File: config.mk
export PLATFORM = sky130hd
export DESIGN_NAME = vector_lane
export DESIGN_NICKNAME = d
export VERILOG_FILES = /design/src/vlane_pkg.sv /design/src/alu_unit.sv /design/src/div_unit.sv /design/src/mul_unit.sv /design/src/vector_lane.sv
export VERILOG_INCLUDE_DIRS = /design/src
export SDC_FILE = /design/constraint.sdc
export NUM_CORES = 2
export LEC_CHECK = 0
export BUFFER_PORTS_ARGS = -buffer_cell sky130_fd_sc_hd__buf_2
export CORE_MARGIN = 5
export CORE_UTILIZATION = 45
export DETAILED_ROUTE_END_ITERATION = 12
export SLEW_MARGIN = 20
export SYNTH_ARGS = -nofsm -noshare
export SYNTH_HDL_FRONTEND = slang
export SYNTH_SLANG_ARGS = --single-unit
File: constraint.sdc
create_clock -name CLK -period 9.05 [get_ports CLK]
set_input_delay 1.81 -clock CLK [delete_from_list [all_inputs] [get_ports CLK]]
set_output_delay 1.81 -clock CLK [all_outputs]
set_load 0.1 [all_outputs]
File: src/vlane_defs.svh
`ifndef VLANE_DEFS_SVH
`define VLANE_DEFS_SVH

// lane element width, one 32-bit element per op
`define VLANE_XLEN 32

// multiplier pipe depth
// extend, multiply, select word
`define VLANE_MUL_STAGES 3

// restoring divider, one quotient bit per step
`define VLANE_DIV_STEPS `VLANE_XLEN

`endif

File: src/vlane_pkg.sv
`default_nettype none

package vlane_pkg;

  // unit type from issue, 2'b11 is illegal
  typedef enum logic [1:0] {
    FU_ALU = 2'd0,
    FU_MUL = 2'd1,
    FU_DIV = 2'd2
  } fu_type_t;

  // alu view of the op word, codes 14 and 15 give zero
  typedef enum logic [3:0] {
    OP_ADD  = 4'd0,
    OP_SUB  = 4'd1,
    OP_AND  = 4'd2,
    OP_OR   = 4'd3,
    OP_XOR  = 4'd4,
    OP_SLL  = 4'd5,
    OP_SRL  = 4'd6,
    OP_SRA  = 4'd7,
    OP_SLT  = 4'd8,
    OP_SLTU = 4'd9,
    OP_MIN  = 4'd10,
    OP_MAX  = 4'd11,
    OP_MINU = 4'd12,
    OP_MAXU = 4'd13
  } alu_op_t;

  // mul/div view, upper is unused by div and rem is unused by mul
  typedef struct packed {
    logic a_signed;  // src_a treated as signed
    logic b_signed;  // src_b signed, must match a_signed for div
    logic upper;     // mul: high word of the product
    logic rem;       // div: remainder instead of quotient
  } muldiv_op_t;

  // one op word, read by the unit it goes to
  typedef union packed {
    alu_op_t    alu;
    muldiv_op_t md;
  } lane_op_u;

endpackage

`default_nettype wire
File: src/alu_unit.sv
`timescale 1ns/1ns
`default_nettype none

`include "vlane_defs.svh"

module alu_unit (
  input  logic                    CLK,
  input  logic                    nRST,
  input  logic                    start,
  input  logic                    stall,
  input  vlane_pkg::lane_op_u     op,
  input  logic [`VLANE_XLEN-1:0]  src_a,
  input  logic [`VLANE_XLEN-1:0]  src_b,
  output logic                    result_valid,
  output logic [`VLANE_XLEN-1:0]  result
);

  localparam int XLEN = `VLANE_XLEN;
  localparam int SHW  = $clog2(XLEN);  // shift amount bits, 5 at 32

  logic [SHW-1:0]  shamt;
  logic [XLEN-1:0] alu_out;
  logic            lt_s;   // signed less-than
  logic            lt_u;   // unsigned less-than

  assign shamt = src_b[SHW-1:0];
  assign lt_s  = $signed(src_a) < $signed(src_b);
  assign lt_u  = src_a < src_b;

  // decode the alu view of the op word
  always_comb begin
    case (op.alu)
      vlane_pkg::OP_ADD:  alu_out = src_a + src_b;
      vlane_pkg::OP_SUB:  alu_out = src_a - src_b;
      vlane_pkg::OP_AND:  alu_out = src_a & src_b;
      vlane_pkg::OP_OR:   alu_out = src_a | src_b;
      vlane_pkg::OP_XOR:  alu_out = src_a ^ src_b;
      vlane_pkg::OP_SLL:  alu_out = src_a << shamt;
      vlane_pkg::OP_SRL:  alu_out = src_a >> shamt;
      vlane_pkg::OP_SRA:  alu_out = $signed(src_a) >>> shamt;  // sign fill
      vlane_pkg::OP_SLT:  alu_out = XLEN'(lt_s);
      vlane_pkg::OP_SLTU: alu_out = XLEN'(lt_u);
      vlane_pkg::OP_MIN:  alu_out = lt_s ? src_a : src_b;
      vlane_pkg::OP_MAX:  alu_out = lt_s ? src_b : src_a;
      vlane_pkg::OP_MINU: alu_out = lt_u ? src_a : src_b;
      vlane_pkg::OP_MAXU: alu_out = lt_u ? src_b : src_a;
      default:            alu_out = '0;  // unused codes
    endcase
  end

  // valid follows start, frozen while the output waits
  always_ff @(posedge CLK or negedge nRST) begin
    if (!nRST) begin
      result_valid <= 1'b0;
    end else if (!stall) begin
      result_valid <= start;  // a held result leaves on this edge
    end
  end

  // result word, only loaded on issue
  always_ff @(posedge CLK) begin
    if (start && !stall) begin
      result <= alu_out;
    end
  end

  // lane must never issue into a stalled alu
  a_no_start_in_stall: assert property (
    @(posedge CLK) disable iff (!nRST) start |-> !stall
  ) else $error("alu start while stalled");

endmodule

`default_nettype wire

File: src/div_unit.sv
`timescale 1ns/1ns
`default_nettype none

`include "vlane_defs.svh"

module div_unit (
  input  logic                    CLK,
  input  logic                    nRST,
  input  logic                    start,
  input  logic                    stall,
  input  vlane_pkg::lane_op_u     op,
  input  logic [`VLANE_XLEN-1:0]  src_a,
  input  logic [`VLANE_XLEN-1:0]  src_b,
  output logic                    result_valid,
  output logic [`VLANE_XLEN-1:0]  result,
  output logic                    busy
);

  localparam int XLEN  = `VLANE_XLEN;
  localparam int STEPS = `VLANE_DIV_STEPS;
  localparam int CW    = $clog2(STEPS);

  logic            running;   // steps in progress
  logic [CW-1:0]   step_cnt;
  logic            last_step;

  logic [XLEN-1:0] rem_q;     // partial remainder
  logic [XLEN-1:0] quo_q;     // dividend shifts out, quotient shifts in
  logic [XLEN-1:0] dvsr_q;    // divisor magnitude
  logic            neg_q;     // negate quotient at the end
  logic            neg_r;     // negate remainder at the end
  logic            want_rem;

  logic            sgn;
  logic [XLEN-1:0] mag_a;
  logic [XLEN-1:0] mag_b;
  logic [XLEN:0]   shifted;
  logic [XLEN:0]   diff;
  logic [XLEN-1:0] rem_n;
  logic [XLEN-1:0] quo_n;
  logic [XLEN-1:0] q_fix;
  logic [XLEN-1:0] r_fix;

  assign sgn   = op.md.a_signed;  // b_signed must agree
  assign mag_a = (sgn && src_a[XLEN-1]) ? -src_a : src_a;
  assign mag_b = (sgn && src_b[XLEN-1]) ? -src_b : src_b;

  // one restoring step
  assign shifted = {rem_q, quo_q[XLEN-1]};
  assign diff    = shifted - {1'b0, dvsr_q};
  assign rem_n   = diff[XLEN] ? shifted[XLEN-1:0] : diff[XLEN-1:0];  // borrow restores
  assign quo_n   = {quo_q[XLEN-2:0], ~diff[XLEN]};

  // sign fix on the final step output
  assign q_fix = neg_q ? -quo_n : quo_n;
  assign r_fix = neg_r ? -rem_n : rem_n;

  assign last_step = running && (step_cnt == CW'(STEPS - 1));
  assign busy      = running | result_valid;  // idle only once the result is gone

  always_ff @(posedge CLK or negedge nRST) begin
    if (!nRST) begin
      running      <= 1'b0;
      step_cnt     <= '0;
      result_valid <= 1'b0;
    end else if (!stall) begin
      if (start) begin
        running  <= 1'b1;
        step_cnt <= '0;
      end else if (running) begin
        step_cnt <= step_cnt + 1'b1;
        if (last_step) begin
          running <= 1'b0;
        end
      end
      result_valid <= last_step;  // clears when taken, stall keeps it
    end
  end

  always_ff @(posedge CLK) begin
    if (!stall) begin
      if (start) begin
        rem_q    <= '0;
        quo_q    <= mag_a;
        dvsr_q   <= mag_b;
        // div by zero keeps the all-ones quotient unsigned
        // min / -1 wraps back to min by itself
        neg_q    <= sgn & (src_a[XLEN-1] ^ src_b[XLEN-1]) & (src_b != '0);
        neg_r    <= sgn & src_a[XLEN-1];  // remainder takes dividend sign
        want_rem <= op.md.rem;
      end else if (running) begin
        rem_q <= rem_n;
        quo_q <= quo_n;
        if (last_step) begin
          result <= want_rem ? r_fix : q_fix;  // final step straight into result
        end
      end
    end
  end

  // one divide at a time, lane gates start on busy
  a_no_start_busy: assert property (
    @(posedge CLK) disable iff (!nRST) start |-> !busy
  ) else $error("div start while busy");

  // mixed signedness has no meaning for divide
  a_sign_agree: assert property (
    @(posedge CLK) disable iff (!nRST) start |-> (op.md.a_signed == op.md.b_signed)
  ) else $error("div signedness flags differ");

endmodule

`default_nettype wire

File: src/mul_unit.sv
`timescale 1ns/1ns
`default_nettype none

`include "vlane_defs.svh"

module mul_unit (
  input  logic                    CLK,
  input  logic                    nRST,
  input  logic                    start,
  input  logic                    stall,
  input  vlane_pkg::lane_op_u     op,
  input  logic [`VLANE_XLEN-1:0]  src_a,
  input  logic [`VLANE_XLEN-1:0]  src_b,
  output logic                    result_valid,
  output logic [`VLANE_XLEN-1:0]  result
);

  localparam int XLEN   = `VLANE_XLEN;
  localparam int STAGES = `VLANE_MUL_STAGES;

  // stage 1 operands extended by one bit
  logic [XLEN:0]      s1_a;
  logic [XLEN:0]      s1_b;
  logic               s1_up;

  // stage 2 full product of the 33-bit operands
  logic [2*XLEN+1:0]  s2_prod;
  logic               s2_up;

  // one valid bit per stage
  logic [STAGES-1:0]  vld;

  assign result_valid = vld[STAGES-1];  // last stage is the output

  always_ff @(posedge CLK or negedge nRST) begin
    if (!nRST) begin
      vld <= '0;
    end else if (!stall) begin
      vld <= {vld[STAGES-2:0], start};  // shift in the new op
    end
  end

  // payload stages freeze together with the valid bits
  always_ff @(posedge CLK) begin
    if (!stall) begin
      // sign or zero extend per flag
      s1_a  <= {op.md.a_signed & src_a[XLEN-1], src_a};
      s1_b  <= {op.md.b_signed & src_b[XLEN-1], src_b};
      s1_up <= op.md.upper;

      s2_prod <= $signed(s1_a) * $signed(s1_b);  // 33x33 signed covers su/uu too
      s2_up   <= s1_up;

      // mulh* takes the high word
      result <= s2_up ? s2_prod[2*XLEN-1:XLEN] : s2_prod[XLEN-1:0];
    end
  end

  // new valid bits enter only while the pipe moves
  a_hold_in_stall: assert property (
    @(posedge CLK) disable iff (!nRST) start |-> !stall
  ) else $error("mul start while stalled");

endmodule

`default_nettype wire

File: src/vector_lane.sv
`timescale 1ns/1ns
`default_nettype none

`include "vlane_defs.svh"

module vector_lane (
  input  logic                    CLK,
  input  logic                    nRST,
  input  logic                    in_valid,
  output logic                    in_ready,
  input  vlane_pkg::fu_type_t     fu_type,
  input  vlane_pkg::lane_op_u     op,
  input  logic [`VLANE_XLEN-1:0]  src_a,
  input  logic [`VLANE_XLEN-1:0]  src_b,
  output logic                    out_valid,
  input  logic                    out_ready,
  output logic [`VLANE_XLEN-1:0]  lane_result,
  output logic                    busy
);

  localparam int XLEN = `VLANE_XLEN;
  localparam logic [1:0] MAX_INFLIGHT = 2'(`VLANE_MUL_STAGES);  // mul pipe fills the count

  logic au, mlu, dvs;            // one-hot unit selects
  logic type_ok, mul_room, stall;
  logic alu_start, mul_start, div_start;
  logic dv, dv_q, done_q;        // divide edge start
  logic in_fire, out_fire;
  logic alu_v, mul_v, div_v, div_busy;
  logic [XLEN-1:0] alu_res, mul_res, div_res;

  vlane_pkg::fu_type_t inflight_type;  // unit of the ops still inside
  logic [1:0]          inflight_cnt;

  assign au  = fu_type == vlane_pkg::FU_ALU;
  assign mlu = fu_type == vlane_pkg::FU_MUL;
  assign dvs = fu_type == vlane_pkg::FU_DIV;

  assign out_valid = alu_v | mul_v | div_v;
  assign stall     = out_valid & ~out_ready;  // broadcast, all units hold
  assign out_fire  = out_valid & out_ready;
  assign busy      = inflight_cnt != 2'd0;

  // results stay in order if only one unit type is in flight
  assign type_ok  = (inflight_cnt == 2'd0) || (inflight_type == fu_type);
  assign mul_room = (inflight_cnt < MAX_INFLIGHT) | out_fire;

  // illegal type is taken and dropped, so the lane never hangs on it
  assign in_ready = (au  & ~stall & type_ok)
                  | (mlu & ~stall & type_ok & mul_room)
                  | (dvs & ~div_busy & type_ok)
                  | ~(au | mlu | dvs);

  assign alu_start = in_valid & in_ready & au;
  assign mul_start = in_valid & in_ready & mlu;
  assign dv        = in_valid & in_ready & dvs;  // gated divide select

  // rising edge of the divide select, or a finished divide with another behind it
  always_ff @(posedge CLK or negedge nRST) begin
    if (!nRST) begin
      dv_q   <= 1'b0;
      done_q <= 1'b0;
    end else begin
      dv_q   <= dv;
      done_q <= div_v & out_ready;  // divide result left
    end
  end
  assign div_start = (dv & ~dv_q) | (done_q & dv);

  assign in_fire = alu_start | mul_start | div_start;

  // in-flight tracking
  always_ff @(posedge CLK or negedge nRST) begin
    if (!nRST) begin
      inflight_type <= vlane_pkg::FU_ALU;
      inflight_cnt  <= 2'd0;
    end else begin
      if (in_fire) begin
        inflight_type <= fu_type;
      end
      case ({in_fire, out_fire})
        2'b10:   inflight_cnt <= inflight_cnt + 2'd1;
        2'b01:   inflight_cnt <= inflight_cnt - 2'd1;
        default: inflight_cnt <= inflight_cnt;  // none or one in, one out
      endcase
    end
  end

  alu_unit u_alu (
    .CLK(CLK), .nRST(nRST),
    .start(alu_start), .stall(stall), .op(op),
    .src_a(src_a), .src_b(src_b),
    .result_valid(alu_v), .result(alu_res)
  );

  mul_unit u_mul (
    .CLK(CLK), .nRST(nRST),
    .start(mul_start), .stall(stall), .op(op),
    .src_a(src_a), .src_b(src_b),
    .result_valid(mul_v), .result(mul_res)
  );

  div_unit u_div (
    .CLK(CLK), .nRST(nRST),
    .start(div_start), .stall(stall), .op(op),
    .src_a(src_a), .src_b(src_b),
    .result_valid(div_v), .result(div_res), .busy(div_busy)
  );

  // final select by the unit holding a result
  assign lane_result = alu_v ? alu_res :
                       mul_v ? mul_res :
                       div_v ? div_res :
                       '0;

  // issue rule keeps units from finishing together
  a_one_result: assert property (
    @(posedge CLK) disable iff (!nRST) $onehot0({alu_v, mul_v, div_v})
  ) else $error("more than one unit result valid");

  // edge start must never miss an accepted divide
  a_div_accept: assert property (
    @(posedge CLK) disable iff (!nRST) dv |-> div_start
  ) else $error("divide accepted without a start");

endmodule

`default_nettype wire

# Yosys cells after proc, flatten, opt, wreduce, memory -nomap -nowiden
# Cells that the tools add are included.
[word_totals]
reg_bits = 344
output_inout_bits = 35
elab_cells = 142
[classes]
addsub = 10
multipliers = 1
n_lt_le_gt_ge = 3
n_eq_ne = 19
shift = 3
muxes = 24
bitwise_logic = 43
reduce_logical = 16
[ops]
columns = ["operator", "n"]
rows = [
  ["32-bit two-way mux", 17],
  ["32-bit case mux with 14 select lines", 1],
  ["32-bit negation", 4],
  ["32-bit < comparator", 2],
  ["33-bit by 33-bit multiplier with 64-bit output", 1],
  ["33-bit by 32-bit subtractor with 33-bit output", 1],
  ["32-bit adder", 1],
  ["32-bit bitwise AND", 1],
  ["32-bit bitwise OR", 1],
  ["32-bit nonzero test", 1],
  ["32-bit by 5-bit left shift with 32-bit output", 1],
  ["32-bit by 5-bit >> shifter with 32-bit output", 1],
  ["32-bit by 5-bit >>> shifter with 32-bit output", 1],
  ["32-bit subtractor", 1],
  ["32-bit bitwise XOR", 1],
  ["4-bit == test, second input constant", 6],
  ["1-bit bitwise AND", 20],
  ["4-bit by 3-bit == test with 1-bit output, second input constant", 4],
  ["1-bit bitwise OR", 12],
  ["5-bit two-way mux", 2],
  ["4-bit by 2-bit == test with 1-bit output, second input constant", 2],
  ["1-bit NOT", 7],
  ["2-bit nonzero test", 3],
  ["5-bit by 1-bit adder with 5-bit output, second input constant", 1],
  ["other kinds (18)", 27],
]

# Longest topological paths before layout
[logic_depth]
depth_word = 17
mapped_depth = 30

# Hierarchy
# Synthesis repeated with hierarchy kept, for this count alone.
[unflattened]
hier_cells = 7105
hier_area_um2 = 65218.8
[by_module_without_submodules]
columns = ["mod", "instances", "cells_per_inst", "area_per_inst_um2", "seq_area_each_um2"]
rows = [
  ["mul_unit", 1, 4336, 43678.1, 4999.8],
  ["div_unit", 1, 1193, 10562.6, 4108.9],
  ["alu_unit", 1, 1417, 9957.0, 985.9],
  ["vector_lane", 1, 159, 1021.0, 150.1],
]

# Worst setup path before layout
# OpenSTA, ideal clock, no wires.
[synth_timing]
path_kind = "in2reg"
from = "input port out_ready"
to = "register u_div.dvsr_q[0] (enable)"
setup_time_ps = 397
arrival_ps = 7928
required_ps = 8653
setup_slack_ps = 725
path_stages = 4
path_buffers = 1
path_cell_list = "nor2_1 inv_1 clkbuf_1 and2_1"
[synth_via]
elab_chain_cells = 14
word_cells_on_any_way = 19
cone_classes = "bitwise (18); reduce/logical (1)"
[synth_rtl]
columns = ["element", "line_no", "source"]
rows = [
  ["start: declaration", "vector_lane.sv:16", "input logic out_ready,"],
  ["1-bit NOT", "vector_lane.sv:40", "assign stall = out_valid & ~out_ready;"],
  ["1-bit bitwise AND", "vector_lane.sv:40", ""],
  ["1-bit NOT (no line)", "-", ""],
  ["1-bit bitwise AND (3 in a row)", "vector_lane.sv:50", "| (mlu & ~stall & type_ok & mul_room)"],
  ["1-bit bitwise OR", "vector_lane.sv:50", ""],
  ["1-bit bitwise OR", "vector_lane.sv:51", "| (dvs & ~div_busy & type_ok)"],
  ["1-bit bitwise OR", "vector_lane.sv:52", "| ~(au | mlu | dvs);"],
  ["1-bit bitwise AND (2 in a row)", "vector_lane.sv:56", "assign dv = in_valid & in_ready & dvs;"],
  ["1-bit bitwise AND", "vector_lane.sv:68", "assign div_start = (dv & ~dv_q) | (done_q & dv);"],
  ["1-bit bitwise OR", "vector_lane.sv:68", ""],
  ["2-bit AND reduction (no line) *", "-", ""],
  ["end signal: assignment", "div_unit.sv:85", "dvsr_q <= mag_b;"],
  ["end: declaration", "div_unit.sv:29", "logic [XLEN-1:0] dvsr_q;"],
]
# Every way passes the cells marked *; elsewhere a longest branch is shown, timed or not.
# A chain may end at the register's enable or synchronous reset.

# Final worst setup path
[layout_timing]
from = "register u_mul.s1_a[6]"
to = "register u_mul.s2_prod[62], data pin"
[layout_via]
elab_chain_cells = 1
[layout_rtl]
columns = ["element", "line_no", "source"]
rows = [
  ["start: declaration", "mul_unit.sv:22", "logic [XLEN:0] s1_a;"],
  ["start signal: assignment", "mul_unit.sv:47", "s1_a <= {op.md.a_signed & src_a[XLEN-1], src_a};"],
  ["33-bit by 33-bit multiplier with 64-bit output", "mul_unit.sv:51", "s2_prod <= $signed(s1_a) * $signed(s1_b);"],
  ["end signal: assignment", "mul_unit.sv:51", ""],
  ["end: declaration", "mul_unit.sv:27", "logic [2*XLEN+1:0] s2_prod;"],
]
# Every way passes these cells.

==> flow_metrics.env <==
export IMPL_vias_per_cell=5.77
export IMPL_arrival_ns=9.05
export IMPL_rrSetupSlack_ns=0.33
export IMPL_synth_nets=8448
export IMPL_synthTopCellsByArea="fa_1, edfxtp_1, inv_1"
export IMPL_reg2reg_depth=25
export IMPL_drc=0
export IMPL_pin_count=109
export IMPL_coreArea_um2=142000
export IMPL_yosys_area_top_type="fa_1"
export IMPL_drv_cap=0
export IMPL_synth_seq_area_share_pct=16.0
export IMPL_post_route_period_util_pct=96.4
export IMPL_r2r_start="u_mul.s1_a[6]"
export IMPL_synth_top_flop_cell="edfxtp_1"
export IMPL_wire_per_inst_um=25.3
export IMPL_numCtsBuffers=44
export IMPL_fillCellCount=13515
export IMPL_cp_max_fo=10
export IMPL_cp_start_kind="flip-flop"
export IMPL_fin_cells=8767
export IMPL_antenna_left=0
export IMPL_dieHeight_um=388
export IMPL_ys_ff_latch=344
export IMPL_synth_edf_count=327
export IMPL_report_final_hold_viol_count=0
export IMPL_hold_path_end="u_mul.s2_up"
export IMPL_worstMarginPinSlew_ns=1.14
export IMPL_drt_iter0_drc=4726
export IMPL_start_util_pct=45.3
export IMPL_setup_tns_final_ns=0
export IMPL_grt_use_total_pct=29.4
export IMPL_status="completed"
export IMPL_yosysTopAreaCellShare_pct=35.2
export IMPL_setup_worst_path_end_class="flip-flop"
export IMPL_fp_dieArea_um2=150000
export IMPL_cts_root_buf="clkbuf_16"
export IMPL_fin_worst_skew_ns=0.0248
export IMPL_port_buffers=108
export IMPL_regArea_um2=10200
export IMPL_crit_path_frequent_cell="fa_1"
export IMPL_drt_pass1_iter_count=6
export IMPL_multiInputGateArea_um2=47800
export IMPL_grt_pass1_vias=51905
export IMPL_whs_path_depth=0
export IMPL_die_width_um=388
export IMPL_cpPeakStageDelay_ns=0.86
export IMPL_cts_num_sinks=344
export IMPL_place_inst=8665
export IMPL_syn_to_final_growth_pct=6.80
export IMPL_setup_violations=0
export IMPL_vias=50568
export IMPL_grt_setup_unrepaired="false"
export IMPL_ys_warnings_count=0
export IMPL_maxClockFrequency_ghz=0.115
export IMPL_layout_min_cycle_time_ns=8.72
export IMPL_cts_tree="done"
export IMPL_crit_required_ns=9.38
export IMPL_syn_area_um2=64200
export IMPL_syn_inst=6898
export IMPL_grt_max_degree=79
export IMPL_layout_nets=8373
export IMPL_async_reset_ff_share_pct=4.94
export IMPL_grt_overflow_total=0
export IMPL_finalMaxSlewViolations=0
export IMPL_min_path_type="reg2reg"
export IMPL_grt_pass1_wl_mm=336
export IMPL_r2r_end="u_mul.s2_prod[62]"
export IMPL_holdCritStartpoint="u_mul.s1_up"
export IMPL_antenna_found_initial=34
export IMPL_clockBufferDepth=3
export IMPL_path_class="reg2reg"
export IMPL_slew_headroom_pct=22.9
export IMPL_cp_slowest_cell="edfxtp_1"
export IMPL_routed_wl_mm=222
export IMPL_clock_latency_ns=0.62
export IMPL_dp_hpwl_mm=180
export IMPL_syn_avg_cell_area_um2=9.31
export IMPL_htree_num_levels=2
export IMPL_clk_pin_slew_ns=0.06
export IMPL_drive_gt1_share_pct=6.79
export IMPL_synth_cell_type_count=106
export IMPL_gp_congestion=0.983
export IMPL_num_rows=138
-- registers in the layout, indices dropped and copies added, names as in the netlist --
| name | cells |
|---|---|
| u_mul.s2_prod | 64 |
| u_mul.s1_a | 33 |
| u_mul.s1_b | 33 |
| u_alu.result | 32 |
| u_div.dvsr_q | 32 |
| u_div.quo_q | 32 |
| u_div.rem_q | 32 |
| u_div.result | 32 |
| u_mul.result | 32 |
| u_div.step_cnt | 5 |
| u_mul.vld | 3 |
| inflight_cnt | 2 |
| inflight_type | 2 |
| done_q | 1 |
| dv_q | 1 |
| u_alu.result_valid | 1 |
| u_div.neg_q | 1 |
| u_div.neg_r | 1 |
| u_div.result_valid | 1 |
| u_div.running | 1 |
| u_div.want_rem | 1 |
| u_mul.s1_up | 1 |
| u_mul.s2_up | 1 |
-- worst max-delay path by stage --
stage                   from                end  slack [ns]  cells past startpoint
5_1_grt        u_mul.s1_a[6]  u_mul.s2_prod[60]        0.03                     26
6_report       u_mul.s1_a[6]  u_mul.s2_prod[62]        0.33                     25
3_3_place_gp   u_mul.s1_a[6]  u_mul.s2_prod[62]        0.28                     25
2_1_floorplan      out_ready    u_div.dvsr_q[0]        0.73                      4
3_5_place_dp   u_mul.s1_a[6]  u_mul.s2_prod[62]        0.13                     25
4_1_cts        u_mul.s1_a[6]  u_mul.s2_prod[62]        0.17                     25
-- area by class of cell --
type | count | area share (%)
timing repair buffer | 270 | 2.89
clock inverter | 29 | 0.434
multi-input combinational | 4933 | 69.8
inverter | 1230 | 6.74
antenna | 19 | 0.0694
sequential | 344 | 14.9
clock buffer | 52 | 1.71
tap | 1890 | 3.45
-- metal layers --
layer / global-route usage, % / part of all wire [%] / vias to the layer above / wire (µm)
li1: - / - / 21922 / -
met1: 41.1 / 42 / 26033 / 93100
met2: 46.2 / 45 / 2206 / 100000
met3: 5.81 / 8.9 / 391 / 19800
met4: 9.71 / 4.1 / 16 / 9010
met5: 0 / 0.051 / - / 113
-- placed cells by master, fill, tap and decap left out, types with 39 or more instances in the layout --
| master | instances |
|---|---|
| xor2_1 | 48 |
| buf_2 | 107 |
| nand2b_1 | 47 |
| nand2_1 | 792 |
| nor2_1 | 301 |
| nor2b_1 | 54 |
| a31oi_1 | 53 |
| nor3_1 | 52 |
| buf_4 | 145 |
| fa_1 | 1127 |
| a21o_1 | 57 |
| o21ai_0 | 282 |
| mux2_2 | 39 |
| edfxtp_1 | 327 |
| clkbuf_16 | 46 |
| a221o_1 | 40 |
| inv_1 | 1219 |
| ha_1 | 348 |
| xnor2_1 | 195 |
| nand3_1 | 63 |
| mux2i_1 | 96 |
| and2_1 | 531 |
| a21oi_1 | 234 |
-- cell usage after synthesis (13+ instances only) --
library cell / count
xnor2_1: 195
mux2_2: 39
nand4_1: 23
o41ai_1: 14
and2_1: 531
or3_1: 28
fa_1: 1128
buf_1: 22
and3_1: 22
mux4_2: 18
nor3_1: 53
a221o_1: 40
mux2i_1: 96
xor2_1: 48
o21a_1: 21
inv_1: 1221
edfxtp_1: 327
nand3_1: 63
a21oi_1: 234
nand2_1: 792
nor2_1: 302
ha_1: 348
dfrtp_1: 17
o311ai_0: 18
a21o_1: 57
nand2b_1: 47
o22ai_1: 18
o21bai_1: 26
o21ai_0: 282
a211oi_1: 31
or2_2: 13
a22oi_1: 37
nor4_1: 20
o211ai_1: 36
a221oi_1: 37
a31oi_1: 53
nor2b_1: 55
clkbuf_1: 345
o31ai_1: 37
-- critical path: cells and delay by family, from the launching register on --
family          cells  cell delay, ns
compound gates      8            2.24
flops               1            0.86
fa+ha+maj           9            4.09
buf+inv             5            0.59
simple gates        3            0.65
-- cell families (layout without fill, tap and decap cells) --
| family | count (synthesis) | in the layout | share of synthesized area, % |
|---|---|---|---|
| buffers and inverters | 1621 | 1581 | 9.64 |
| AOI/OAI and AO/OA | 1065 | 1065 | 11.1 |
| xor gates and xnor gates | 243 | 243 | 3.32 |
| adders and majority gates | 1476 | 1476 | 42.0 |
| other | 0 | 19 | 0 |
| muxes | 156 | 156 | 2.89 |
| and+or+nand+nor | 1993 | 1993 | 15.1 |
| DFF | 344 | 344 | 16.0 |
-- metrics by stage --
stage	utilization [%]	worst slack, ns	hold slack (ns)	instance area, µm²
floorplan	-	0.725	0.400	64200
global placement	47.3	0.276	0.412	67000
detailed placement	47.3	0.132	0.423	67000
global route	48.4	0.0327	0.442	68500
CTS	48.3	0.167	0.452	68500
finish	48.4	0.330	0.447	68600
-- repair_timing --
action,in CTS,in global routing
hold buffers,0,0
endpoints found under the setup margin,0,9
buffers inserted,0,2
gates resized for setup,0,2
Power is not shown: default switching activity piles up to over one toggle a cycle in this logic, so the estimate is an artifact.
